### src/logic/dg_pkg.sv
// ======================================================================
// delay generator shared definitions
// sizes, register map and interval limits
// packed structs for host writes, channel pairs and t0 event records
// ======================================================================

package dg_pkg;

   // ===================================================================
   // sizes
   // ===================================================================
   localparam int NDELAY_PAIRS = 9;                 // delay/width channels
   localparam int NDELAY_PINS  = 7;                 // physical trigger pins
   localparam int CNT_W        = 32;                // delay, width, interval, count
   localparam int TS_W         = 64;                // clk100 cycle timestamp
   localparam int PROTO_W      = 2;                 // protocol number
   localparam int HOST_DATA_W  = 2 * CNT_W;         // one 64-bit register word
   localparam int COMMIT_BIT   = 32;                // commit flag in ctrl word

   // interval limits, 10 ns per cycle
   localparam logic [CNT_W-1:0] INTERVAL_MIN   = 32'd1000;    // 10 us floor
   localparam logic [CNT_W-1:0] INTERVAL_RESET = 32'd100000;  // 1 ms default

   // ===================================================================
   // host register map
   // ===================================================================
   localparam int                ADDR_W     = 4;
   localparam logic [ADDR_W-1:0] ADDR_CTRL  = 4'd1;   // interval + commit flag
   localparam logic [ADDR_W-1:0] ADDR_PAIR0 = 4'd2;   // pairs 0..8 at 2..10
   localparam logic [ADDR_W-1:0] ADDR_PROTO = 4'd15;  // protocol number

   typedef struct packed {
      logic [CNT_W-1:0] delay;                      // data bits 63..32
      logic [CNT_W-1:0] width;                      // data bits 31..0
   } delay_width_t;

   typedef struct packed {
      logic                   wr;                   // one-cycle write strobe
      logic [ADDR_W-1:0]      addr;                 // register select
      logic [HOST_DATA_W-1:0] data;
   } host_write_t;

   typedef delay_width_t [NDELAY_PAIRS-1:0] channel_set_t;  // committed pair set

   typedef struct packed {
      logic               valid;                    // high with t0
      logic [TS_W-1:0]    timestamp;                // cycles since reset release
      logic [PROTO_W-1:0] protocol;
   } t0_event_t;

endpackage

### src/logic/delay_generator_top.sv
// ======================================================================
// delay generator top level
// host setpoint registers, pulse core and trigger output stage
// ======================================================================

`timescale 1ns/1ps

module delay_generator_top
   import dg_pkg::*;
(
   input  logic                   clk100,
   input  logic                   hps_fpga_reset_n,
   input  host_write_t            host,
   output logic [NDELAY_PINS-1:0] trig_pins,
   output logic                   t0,
   output t0_event_t              t0_event
);

   logic [CNT_W-1:0]        interval;             // active interval
   channel_set_t            channels;             // committed pairs
   logic [PROTO_W-1:0]      protocol;
   logic                    t0_raw;               // core t0, one stage early
   logic [NDELAY_PAIRS-1:0] pulses;               // raw channel windows

   setpoint_regs u_regs (
      .clk100           (clk100),
      .hps_fpga_reset_n (hps_fpga_reset_n),
      .host             (host),
      .interval         (interval),
      .channels         (channels),
      .protocol         (protocol)
   );

   delay_pulse_core u_core (
      .clk100           (clk100),
      .hps_fpga_reset_n (hps_fpga_reset_n),
      .interval         (interval),
      .channels         (channels),
      .t0_raw           (t0_raw),
      .pulses           (pulses)
   );

   trigger_out_stage u_out (
      .clk100           (clk100),
      .hps_fpga_reset_n (hps_fpga_reset_n),
      .t0_raw           (t0_raw),
      .pulses           (pulses),
      .protocol         (protocol),
      .trig_pins        (trig_pins),
      .t0               (t0),
      .t0_event         (t0_event)
   );

endmodule

### src/logic/delay_pulse_core.sv
// ======================================================================
// delay pulse core
// free-running period counter with wrap on the active interval,
// registered t0 marker and the bank of delay/width channels
// ======================================================================

`timescale 1ns/1ps

module delay_pulse_core
   import dg_pkg::*;
(
   input  logic                    clk100,
   input  logic                    hps_fpga_reset_n,
   input  logic [CNT_W-1:0]        interval,      // cycles per period, >= floor
   input  channel_set_t            channels,      // committed pairs
   output logic                    t0_raw,        // one cycle per period
   output logic [NDELAY_PAIRS-1:0] pulses         // per-channel windows
);

   logic [CNT_W-1:0] count;                       // 0 .. interval-1
   logic [CNT_W-1:0] last_count;                  // interval-1
   logic             wrap;

   // ===================================================================
   // period counter
   // ===================================================================
   assign last_count = interval - 1'b1;
   assign wrap       = (count >= last_count);     // also catches a shrunk interval

   always_ff @(posedge clk100) begin
      if (!hps_fpga_reset_n) begin
         count <= '0;
      end else if (wrap) begin
         count <= '0;
      end else begin
         count <= count + 1'b1;
      end
   end

   // t0 registered like the channel pulses, same latency
   always_ff @(posedge clk100) begin
      if (!hps_fpga_reset_n) begin
         t0_raw <= 1'b0;
      end else begin
         t0_raw <= (count == '0);
      end
   end

   // ===================================================================
   // channel bank
   // ===================================================================
   for (genvar k = 0; k < NDELAY_PAIRS; k++) begin : g_chan
      pulse_channel u_chan (
         .clk100           (clk100),
         .hps_fpga_reset_n (hps_fpga_reset_n),
         .count            (count),
         .setting          (channels[k]),
         .pulse            (pulses[k])
      );
   end

endmodule

### src/logic/pulse_channel.sv
// ======================================================================
// single delay/width channel
// registered window compare of the period count against one pair
// ======================================================================

`timescale 1ns/1ps

module pulse_channel
   import dg_pkg::*;
(
   input  logic             clk100,
   input  logic             hps_fpga_reset_n,
   input  logic [CNT_W-1:0] count,                // period count
   input  delay_width_t     setting,              // active delay/width pair
   output logic             pulse                 // high inside the window
);

   logic [CNT_W:0] win_end;                       // one extra bit, no wrap
   logic           after_start;
   logic           before_end;

   // window is [delay, delay+width)
   assign win_end     = {1'b0, setting.delay} + {1'b0, setting.width};
   assign after_start = (count >= setting.delay);
   assign before_end  = ({1'b0, count} < win_end);   // width 0 never true here

   always_ff @(posedge clk100) begin
      if (!hps_fpga_reset_n) begin
         pulse <= 1'b0;
      end else begin
         pulse <= after_start && before_end;
      end
   end

endmodule

### src/logic/setpoint_regs.sv
// ======================================================================
// host setpoint registers
// decodes single-cycle host writes into interval, staged pairs and
// protocol; clamps the interval and commits staged pairs on request
// ======================================================================

`timescale 1ns/1ps

module setpoint_regs
   import dg_pkg::*;
(
   input  logic               clk100,
   input  logic               hps_fpga_reset_n,   // sync, active low
   input  host_write_t        host,               // host write port
   output logic [CNT_W-1:0]   interval,           // clamped repetition interval
   output channel_set_t       channels,           // active pair set
   output logic [PROTO_W-1:0] protocol            // current protocol number
);

   logic                    wr_ctrl;              // ctrl register hit
   logic                    wr_proto;             // protocol register hit
   logic [NDELAY_PAIRS-1:0] wr_pair;              // one-hot pair register hit
   logic [CNT_W-1:0]        wr_interval;          // clamped write value
   channel_set_t            staged;               // written but not yet active

   // ===================================================================
   // address decode
   // ===================================================================
   assign wr_ctrl  = host.wr && (host.addr == ADDR_CTRL);
   assign wr_proto = host.wr && (host.addr == ADDR_PROTO);

   for (genvar k = 0; k < NDELAY_PAIRS; k++) begin : g_pair_dec
      assign wr_pair[k] = host.wr && (host.addr == ADDR_W'(ADDR_PAIR0 + k));
   end

   // short intervals rounded up to the floor
   assign wr_interval = (host.data[CNT_W-1:0] < INTERVAL_MIN) ? INTERVAL_MIN
                                                              : host.data[CNT_W-1:0];

   // ===================================================================
   // registers
   // ===================================================================
   always_ff @(posedge clk100) begin
      if (!hps_fpga_reset_n) begin
         staged <= '0;                             // all pairs cleared
      end else begin
         for (int k = 0; k < NDELAY_PAIRS; k++) begin
            if (wr_pair[k]) begin
               staged[k] <= delay_width_t'(host.data); // delay hi, width lo
            end
         end
      end
   end

   always_ff @(posedge clk100) begin
      if (!hps_fpga_reset_n) begin
         interval <= INTERVAL_RESET;
         channels <= '0;
      end else if (wr_ctrl) begin
         interval <= wr_interval;
         if (host.data[COMMIT_BIT]) begin
            channels <= staged;                    // whole set moves at once
         end
      end
   end

   always_ff @(posedge clk100) begin
      if (!hps_fpga_reset_n) begin
         protocol <= '0;
      end else if (wr_proto) begin
         protocol <= host.data[PROTO_W-1:0];
      end
   end

endmodule

### src/logic/trigger_out_stage.sv
// ======================================================================
// trigger output stage
// channel to pin mapping with OR of shared pins, active-low pin
// register, t0 output, 64-bit cycle counter and t0 event capture
// ======================================================================

`timescale 1ns/1ps

module trigger_out_stage
   import dg_pkg::*;
(
   input  logic                    clk100,
   input  logic                    hps_fpga_reset_n,
   input  logic                    t0_raw,
   input  logic [NDELAY_PAIRS-1:0] pulses,
   input  logic [PROTO_W-1:0]      protocol,
   output logic [NDELAY_PINS-1:0]  trig_pins,     // active low
   output logic                    t0,
   output t0_event_t               t0_event
);

   logic [NDELAY_PINS-1:0] pin_level;             // active-high before inversion
   logic [TS_W-1:0]        cycle_cnt;             // cycles since reset release
   logic                   ev_valid;
   logic [TS_W-1:0]        ev_timestamp;
   logic [PROTO_W-1:0]     ev_protocol;

   // ===================================================================
   // pin mapping
   // ===================================================================
   assign pin_level[0] = pulses[0];               // push
   assign pin_level[1] = pulses[1];               // inject
   assign pin_level[2] = pulses[2] | pulses[3];   // ejection pair
   assign pin_level[3] = pulses[4] | pulses[5];   // gate pair
   assign pin_level[4] = pulses[6];               // adc delay
   assign pin_level[5] = pulses[7];
   assign pin_level[6] = pulses[8];

   always_ff @(posedge clk100) begin
      if (!hps_fpga_reset_n) begin
         trig_pins <= '1;                          // idle high
         t0        <= 1'b0;
         ev_valid  <= 1'b0;
         cycle_cnt <= '0;
      end else begin
         trig_pins <= ~pin_level;
         t0        <= t0_raw;
         ev_valid  <= t0_raw;                      // lines up with t0
         cycle_cnt <= cycle_cnt + 1'b1;
      end
   end

   // event payload, held between t0s
   always_ff @(posedge clk100) begin
      if (t0_raw) begin
         ev_timestamp <= cycle_cnt;
         ev_protocol  <= protocol;
      end
   end

   assign t0_event = '{valid: ev_valid, timestamp: ev_timestamp, protocol: ev_protocol};

endmodule

### config.mk
export PLATFORM = sky130hd
export DESIGN_NAME = delay_generator_top
export DESIGN_NICKNAME = d
export VERILOG_FILES = /design/src/logic/dg_pkg.sv /design/src/logic/delay_generator_top.sv /design/src/logic/delay_pulse_core.sv /design/src/logic/pulse_channel.sv /design/src/logic/setpoint_regs.sv /design/src/logic/trigger_out_stage.sv
export SDC_FILE = /design/constraint.sdc
export NUM_CORES = 2
export LEC_CHECK = 0
export BUFFER_PORTS_ARGS = -buffer_cell sky130_fd_sc_hd__buf_2
export CAP_MARGIN = 20
export CORE_ASPECT_RATIO = 1.4
export CORE_MARGIN = 3
export CORE_UTILIZATION = 41
export DETAILED_ROUTE_END_ITERATION = 16
export PLACE_DENSITY_LB_ADDON = 0.12
export SKIP_LAST_GASP = 1
export SLEW_MARGIN = 10
export SYNTH_ARGS = -nofsm -noshare
export SYNTH_HDL_FRONTEND = slang
export SYNTH_HIERARCHICAL = 1
export SYNTH_SLANG_ARGS = --single-unit
### constraint.sdc
create_clock -name clk100 -period 5.36 [get_ports clk100]
set_clock_uncertainty 0.05 [all_clocks]
set_input_delay 0.268 -clock clk100 [delete_from_list [all_inputs] [get_ports clk100]]
set_output_delay 0.268 -clock clk100 [all_outputs]
set_load 0.05 [all_outputs]
* Word-level counts from Yosys, hierarchy flattened
Index checks and enable logic that the tools add are counted.
Storage, ports and cells: flip-flop bits (word level) 1366, bits in latches 0, output and inout port bits 75, logic and storage cells 125, memories kept 0, bits in read-only memories 0, RAM bits 0
Cells by class: div/mod/pow operators 0, bitwise gates (word level) 4, shifts and indexed selects 0, add/sub/neg operators 12, multiply operators 0, $lt $le $gt $ge 20, multiplexer cells 1, equality and inequality tests 11, reduce and logical (&&, ||, !) cells 23
Operator list (number):
- 32-bit >= comparator | 10
- 32-bit by 32-bit adder with 33-bit output | 9
- 32-bit by 33-bit < comparator with 1-bit output | 9
- 64-bit by 1-bit adder with 64-bit output, second input constant | 1
- 32-bit by 1-bit adder with 32-bit output, second input constant | 1
- 32-bit logical NOT | 1
- 32-bit by 10-bit < comparator with 1-bit output, second input constant | 1
- 32-bit 2-to-1 mux | 1
- 32-bit by 1-bit subtractor with 32-bit output, second input constant | 1
- 1-bit logical AND | 20
- 4-bit by 3-bit equality test with 1-bit output, second input constant | 4
- 4-bit equality test, second input constant | 4
- 4-bit by 2-bit equality test with 1-bit output, second input constant | 2
- 7-bit NOT | 1
- 4-bit by 1-bit equality test with 1-bit output, second input constant | 1
- 1-bit OR | 2
- 2-bit AND reduction | 1
- 2-bit OR reduction | 1
- 1-bit NOT | 1

* Logic depth before layout (Yosys ltp)
depth in word-level cells 3, mapped depth 19, mapped depth without buffers 19

* Hierarchy
The synthesis kept the hierarchy.
Modules (own cells, without submodules):
- setpoint_regs | sequential area each 23742.8 sq um, cells an instance 5232, times used 1, area each 40915.5 sq um
- pulse_channel at u_core.g_chan[0].u_chan ... | sequential area each 20.0 sq um, cells an instance 407, times used 3, area each 3130.5 sq um
- pulse_channel at u_core.g_chan[6].u_chan ... | sequential area each 20.0 sq um, cells an instance 437, times used 2, area each 3273.1 sq um
- trigger_out_stage | sequential area each 3423.3 sq um, cells an instance 431, times used 1, area each 5137.4 sq um
- pulse_channel at u_core.g_chan[1].u_chan | sequential area each 20.0 sq um, cells an instance 398, times used 1, area each 3056.7 sq um
- pulse_channel at u_core.g_chan[2].u_chan | sequential area each 20.0 sq um, cells an instance 404, times used 1, area each 3056.7 sq um
- pulse_channel at u_core.g_chan[8].u_chan | sequential area each 20.0 sq um, cells an instance 406, times used 1, area each 3049.2 sq um
- pulse_channel at u_core.g_chan[5].u_chan | sequential area each 20.0 sq um, cells an instance 398, times used 1, area each 3047.9 sq um
- delay_pulse_core | sequential area each 660.6 sq um, cells an instance 340, times used 1, area each 2806.4 sq um

* Least setup slack after synthesis
Ideal clock, no wire load.
kind register to register, from register, netlist name u_regs/channels[531], to register u_core.g_chan[8].u_chan.pulse, setup time 124 ps, arrival 3820 ps, stages on the path, launching flop included 17, path buffers 0, setup slack 1365 ps, path through dfxtp_1 > ha_1 > a21o_1 > a21o_1 > a221o_1 > a21o_1 > a31o_1 > a221o_1 > xnor2_1 > ha_1 > nand4_1 > nor4_1 > o2111ai_1 > o21a_1 > a311o_1 > o21ai_0 > a211oi_1
On the way: longest elaborated chain between the ends 3
Ends and longest elaborated chain:
- 32-bit by 32-bit adder with 33-bit output | line pulse_channel.sv:23 | assign win_end = {1'b0, setting.delay} + {1'b0, setting.width};
- 32-bit by 33-bit < comparator with 1-bit output | line pulse_channel.sv:25 | assign before_end = ({1'b0, count} < win_end);
- 1-bit logical AND | line pulse_channel.sv:31 | pulse <= after_start && before_end;
- end signal, assigned | line pulse_channel.sv:31
- end, declared | line pulse_channel.sv:15 | output logic pulse
No other way between the ends. A chain may end at the register's enable or synchronous reset.

* Worst setup path after layout
from register, netlist name u_regs/channels[544], to register u_core.g_chan[8].u_chan.pulse
On the way: longest elaborated chain between the ends 3, elaborated cells between the ends (all ways) 4, classes of those cells 1 x add/sub; 2 x order compare; 1 x reduce/logical
Ends and longest elaborated chain (line):
- 32-bit by 32-bit adder with 33-bit output | pulse_channel.sv:23
- 32-bit by 33-bit < comparator with 1-bit output | pulse_channel.sv:25
- 1-bit logical AND (*) | pulse_channel.sv:31
Every way passes the cells marked *; elsewhere a longest branch is shown, timed or not.

==> summary.md <==
| Metric | Value |
|---|---|
| Slowest CP cell | `nor4_1` |
| Place WS | `approximately 510 ps` |
| Ys async rst share | `0%` |
| Worst-path clk slew | `approximately 60 ps` |
| Startpoint Class | `flop` |
| Number of flops mapped to enable cells by yosys | `66` |
| Min-delay worst type | `in -> reg` |
| Top post-synthesis cells by area | `dfxtp_1 34%, ha_1 14%, nand2_1 13%` |
| Net switching power | `5.62 mW` |
| Chip width | `372 µm` |
| Largest net degree at the start of global routing | `approximately 160` |
| Max Cap Viol | `0` |
| RSZ-0062 raised after global routing | `no` |
| Setup TNS | `0 ps` |
| All-Layer GR Usage | `28.7%` |
| Vias | `a little under 70000` |
| Wire per inst | `23.3 µm` |
| Filler Cell Count | `18617` |
| Gr ovfl total | `0` |
| Core Area | `between 150000 and 200000 µm²` |
| Max frequency | `roughly 210 MHz` |
| Worst EP required | `about 6000 ps` |
| Die Y | `a little over 500 µm` |
| Post-synth top area share | `33.8%` |
| Final WL | `286000 µm` |
| Worst-path cell chain | `ha_1, fa_1, a21oi_1, o21ai_1, a21oi_1, o21ai_1, a31o_1, a221o_1, xnor2_1, ha_1, nand4_1, nor4_1, o2111ai_1, o21a_1, a311o_1, o21ai_0, a211oi_1` |
| Logic pwr share | `roughly 5.8%` |
| Post-Syn Area per Cell | `7.94 µm²` |
| Leakage Power | `33.5 nW` |
| Total CTS buffers | `around 140` |
| Power Dens Cells | `258 nW/µm²` |
| Slew Limit Fails | `0` |
| Synth-to-Final Area Change | `10.7%` |
| WP data arrival | `roughly 5400 ps` |
| Cell taking the most area after synthesis | `dfxtp_1` |
| Worst slew pin tran | `1070 ps` |
| First-pass iteration count of the detailed router | `6` |
| CTS tree | `yes` |
| DIE AREA | `193000 µm²` |
| Initial Util | `41.4%` |
| CTS max path bufs | `3` |
| Mapped Cells | `9704` |
| Crit. End Element | `flop` |
| Period utilisation layout | `89.1%` |
| Post-CTS setup buffer count | `0` |
| Ports | `146` |
| Post-synth cell types | `between 100 and 150` |
| Vias in the first global route | `65236` |
| Final Non-Filler Cells | `12255` |
| Clock sinks | `1366` |
| Pint | `16.4 mW` |
| Hold Vio Cnt, Final | `0` |
| Nets | `10639` |
| Via density per instance | `roughly 5.7` |
| Mapped cell area | `77000 µm²` |
| Final ANT Viol Nets | `0` |
| Initial antenna violation count | `37` |
| H-tree depth | `4` |
| VDD IR-drop max | `approximately 0.23 mV` |
| Shortest period the worst path allows | `approximately 4800 ps` |
| Setup ws final | `583 ps` |
| Area of the multi-input gates | `45200 µm²` |
| Inst Count DP | `~12000` |
| YS warnings | `6` |
| Clock share of power | `a little under half` |
| Sequential share of power | `about 47%` |
| Layout cells sized above 1 | `under 10%` |
| Clk_lat worst skew | `830 ps` |
| Largest stage delay on the critical path | `510 ps` |
| Num rows | `187` |
| Dominant synthesized flop cell | `dfxtp_1` |
| Slew HR | `between 20% and 30%` |
| Final setup fails | `0` |
| Hold-fix buffers, CTS | `49` |
| #FFs+latches synth | `1366` |
| Seq/Total Area, Yosys | `36.4%` |
| PortBufs | `between 100 and 150` |
| Flop-to-flop setup slack | `580 ps` |
| Outcome | `finished clean` |
| Residual DRC count | `0` |
| Reg area | `28000 µm²` |
| Gpl congestion | `0.911` |
| First-pass GRT wire length | `approximately 420000 µm` |
| DP HPWL | `188000 µm` |
| Resized Gates After CTS | `0` |
| Syn nets | `10675` |
| Net switching fraction of the power | `25.5%` |
| Initial DRC count | `5388` |
| Crit Path Category | `reg -> reg` |
| Max FO, Critical Path | `4` |
| Root buf cell | `clkbuf_16` |
## power groups by stage
stage	registers [mW]	logic, mW	clock network, mW
after floorplan	10.7	0.486	0
after global placement	10.6	1.23	0
after detailed placement	10.6	1.23	0
after CTS	10.4	1.26	10.6
after global routing	10.4	1.32	10.9
final	10.4	1.27	10.3
## cell usage in the layout (no fill, tap or decap), drive strengths merged, types with 122 or more instances in the layout
cell,instances
inv,416
ha,891
a21oi,1581
dfxtp,1300
nand3,122
nand4,147
a21o,274
o21ai,280
buf,290
clkbuf,195
nand2,2581
xnor2,173
nor2,212
xor2,144
## synth_stat cells (17+ instances only)
| library cell | number |
|---|---|
| nand4_1 | 142 |
| nor3_1 | 116 |
| inv_1 | 407 |
| a31oi_1 | 33 |
| ha_1 | 891 |
| o21bai_1 | 31 |
| buf_4 | 30 |
| a2111oi_0 | 18 |
| xor2_1 | 144 |
| nor2_1 | 203 |
| o211ai_1 | 39 |
| o21ai_0 | 254 |
| buf_1 | 20 |
| dfxtp_1 | 1300 |
| nand3_1 | 118 |
| clkbuf_1 | 337 |
| nand2_1 | 2580 |
| a21oi_1 | 1573 |
| a21o_1 | 262 |
| nor2b_1 | 39 |
| nor4_1 | 53 |
| and4_1 | 20 |
| xnor2_1 | 173 |
| or4_1 | 21 |
| o21ai_1 | 17 |
| a211oi_1 | 78 |
| o21a_1 | 51 |
| o31ai_1 | 20 |
| or3_1 | 44 |
| buf_2 | 124 |
| or2_2 | 20 |
| and3_1 | 55 |
| nand2b_1 | 61 |
| and2_1 | 17 |
| edfxtp_1 | 66 |
## registers in the layout, summed over array words and instances, names as in the netlist
name and count:
u_out/trig_pins 7, u_out/ev_protocol 2, u_out/ev_timestamp 64, u_regs/staged 576, u_core/count 32, u_out/cycle_cnt 64
u_out/ev_valid 1, u_core/g_chan.u_chan/pulse 9, u_regs/protocol 2, u_regs/interval 32, u_regs/channels 576, u_core/t0_raw 1
## cells by family (layout without fill, tap and decap cells)
family / count (synthesis) / in the layout / share of synthesized area (%)
fa+ha+maj: 900 / 900 / 14.7
simple gates: 3588 / 3588 / 20.3
other cells: 0 / 16 / 0
mux: 10 / 10 / 0.130
flops: 1366 / 1366 / 36.4
xor+xnor: 317 / 317 / 3.61
buf+inv: 929 / 1007 / 4.96
compound gates: 2594 / 2594 / 20.0
## critical path: cells and delay by family, from the launching register on
family / cells / cell delay, ps
xor+xnor: 1 / 150
simple gates: 2 / 670
compound gates: 11 / 2520
flops: 1 / 330
fa+ha+maj: 3 / 920
## stage by stage
stage / instance area, µm² / power [mW] / hold WS [ps] / utilization, %
after floorplan: 77000 / 11.2 / 293 / -
after global placement: 79900 / 11.8 / 369 / 43.0
after detailed placement: 80000 / 11.8 / 387 / 43.0
after CTS: 85200 / 22.2 / 1.46 / 45.8
after global routing: 85200 / 22.6 / 3.89 / 45.8
final: 85300 / 22.0 / 40.9 / 45.8
## final timing paths
kind | startpoint | endpoint | cells after the start
max reg2reg | u_regs/channels[544]$_SDFFE_PN0P_ | u_core/g_chan[8].u_chan/pulse$_SDFF_PN0_ | 17
max | u_regs/channels[544]$_SDFFE_PN0P_ | u_core/g_chan[8].u_chan/pulse$_SDFF_PN0_ | 17
min reg2reg | u_regs/staged[290]$_SDFFE_PN0P_ | u_regs/channels[290]$_SDFFE_PN0P_ | 2
min | host[58] | u_regs/staged[442]$_SDFFE_PN0P_ | 3
## cell type report
type	instances	share of cell area, %
clock buffer	195	4.60
tap	2457	3.60
multi-input combinational	7409	53.1
clock inverter	64	0.993
inverter	409	1.81
timing repair buffer	339	3.01
sequential	1366	32.9
antenna	16	0.0470
## per-layer routing
metal  vias to the layer above  wire [µm]  track usage (%)
met1                     33256     119000             35.4
met3                       547      16100             3.90
met5                         -         62                0
li1                      33483          -                -
met4                         8      16900             15.4
met2                      2049     135000             48.1
Note: power is estimated with default switching activity, not from simulation.
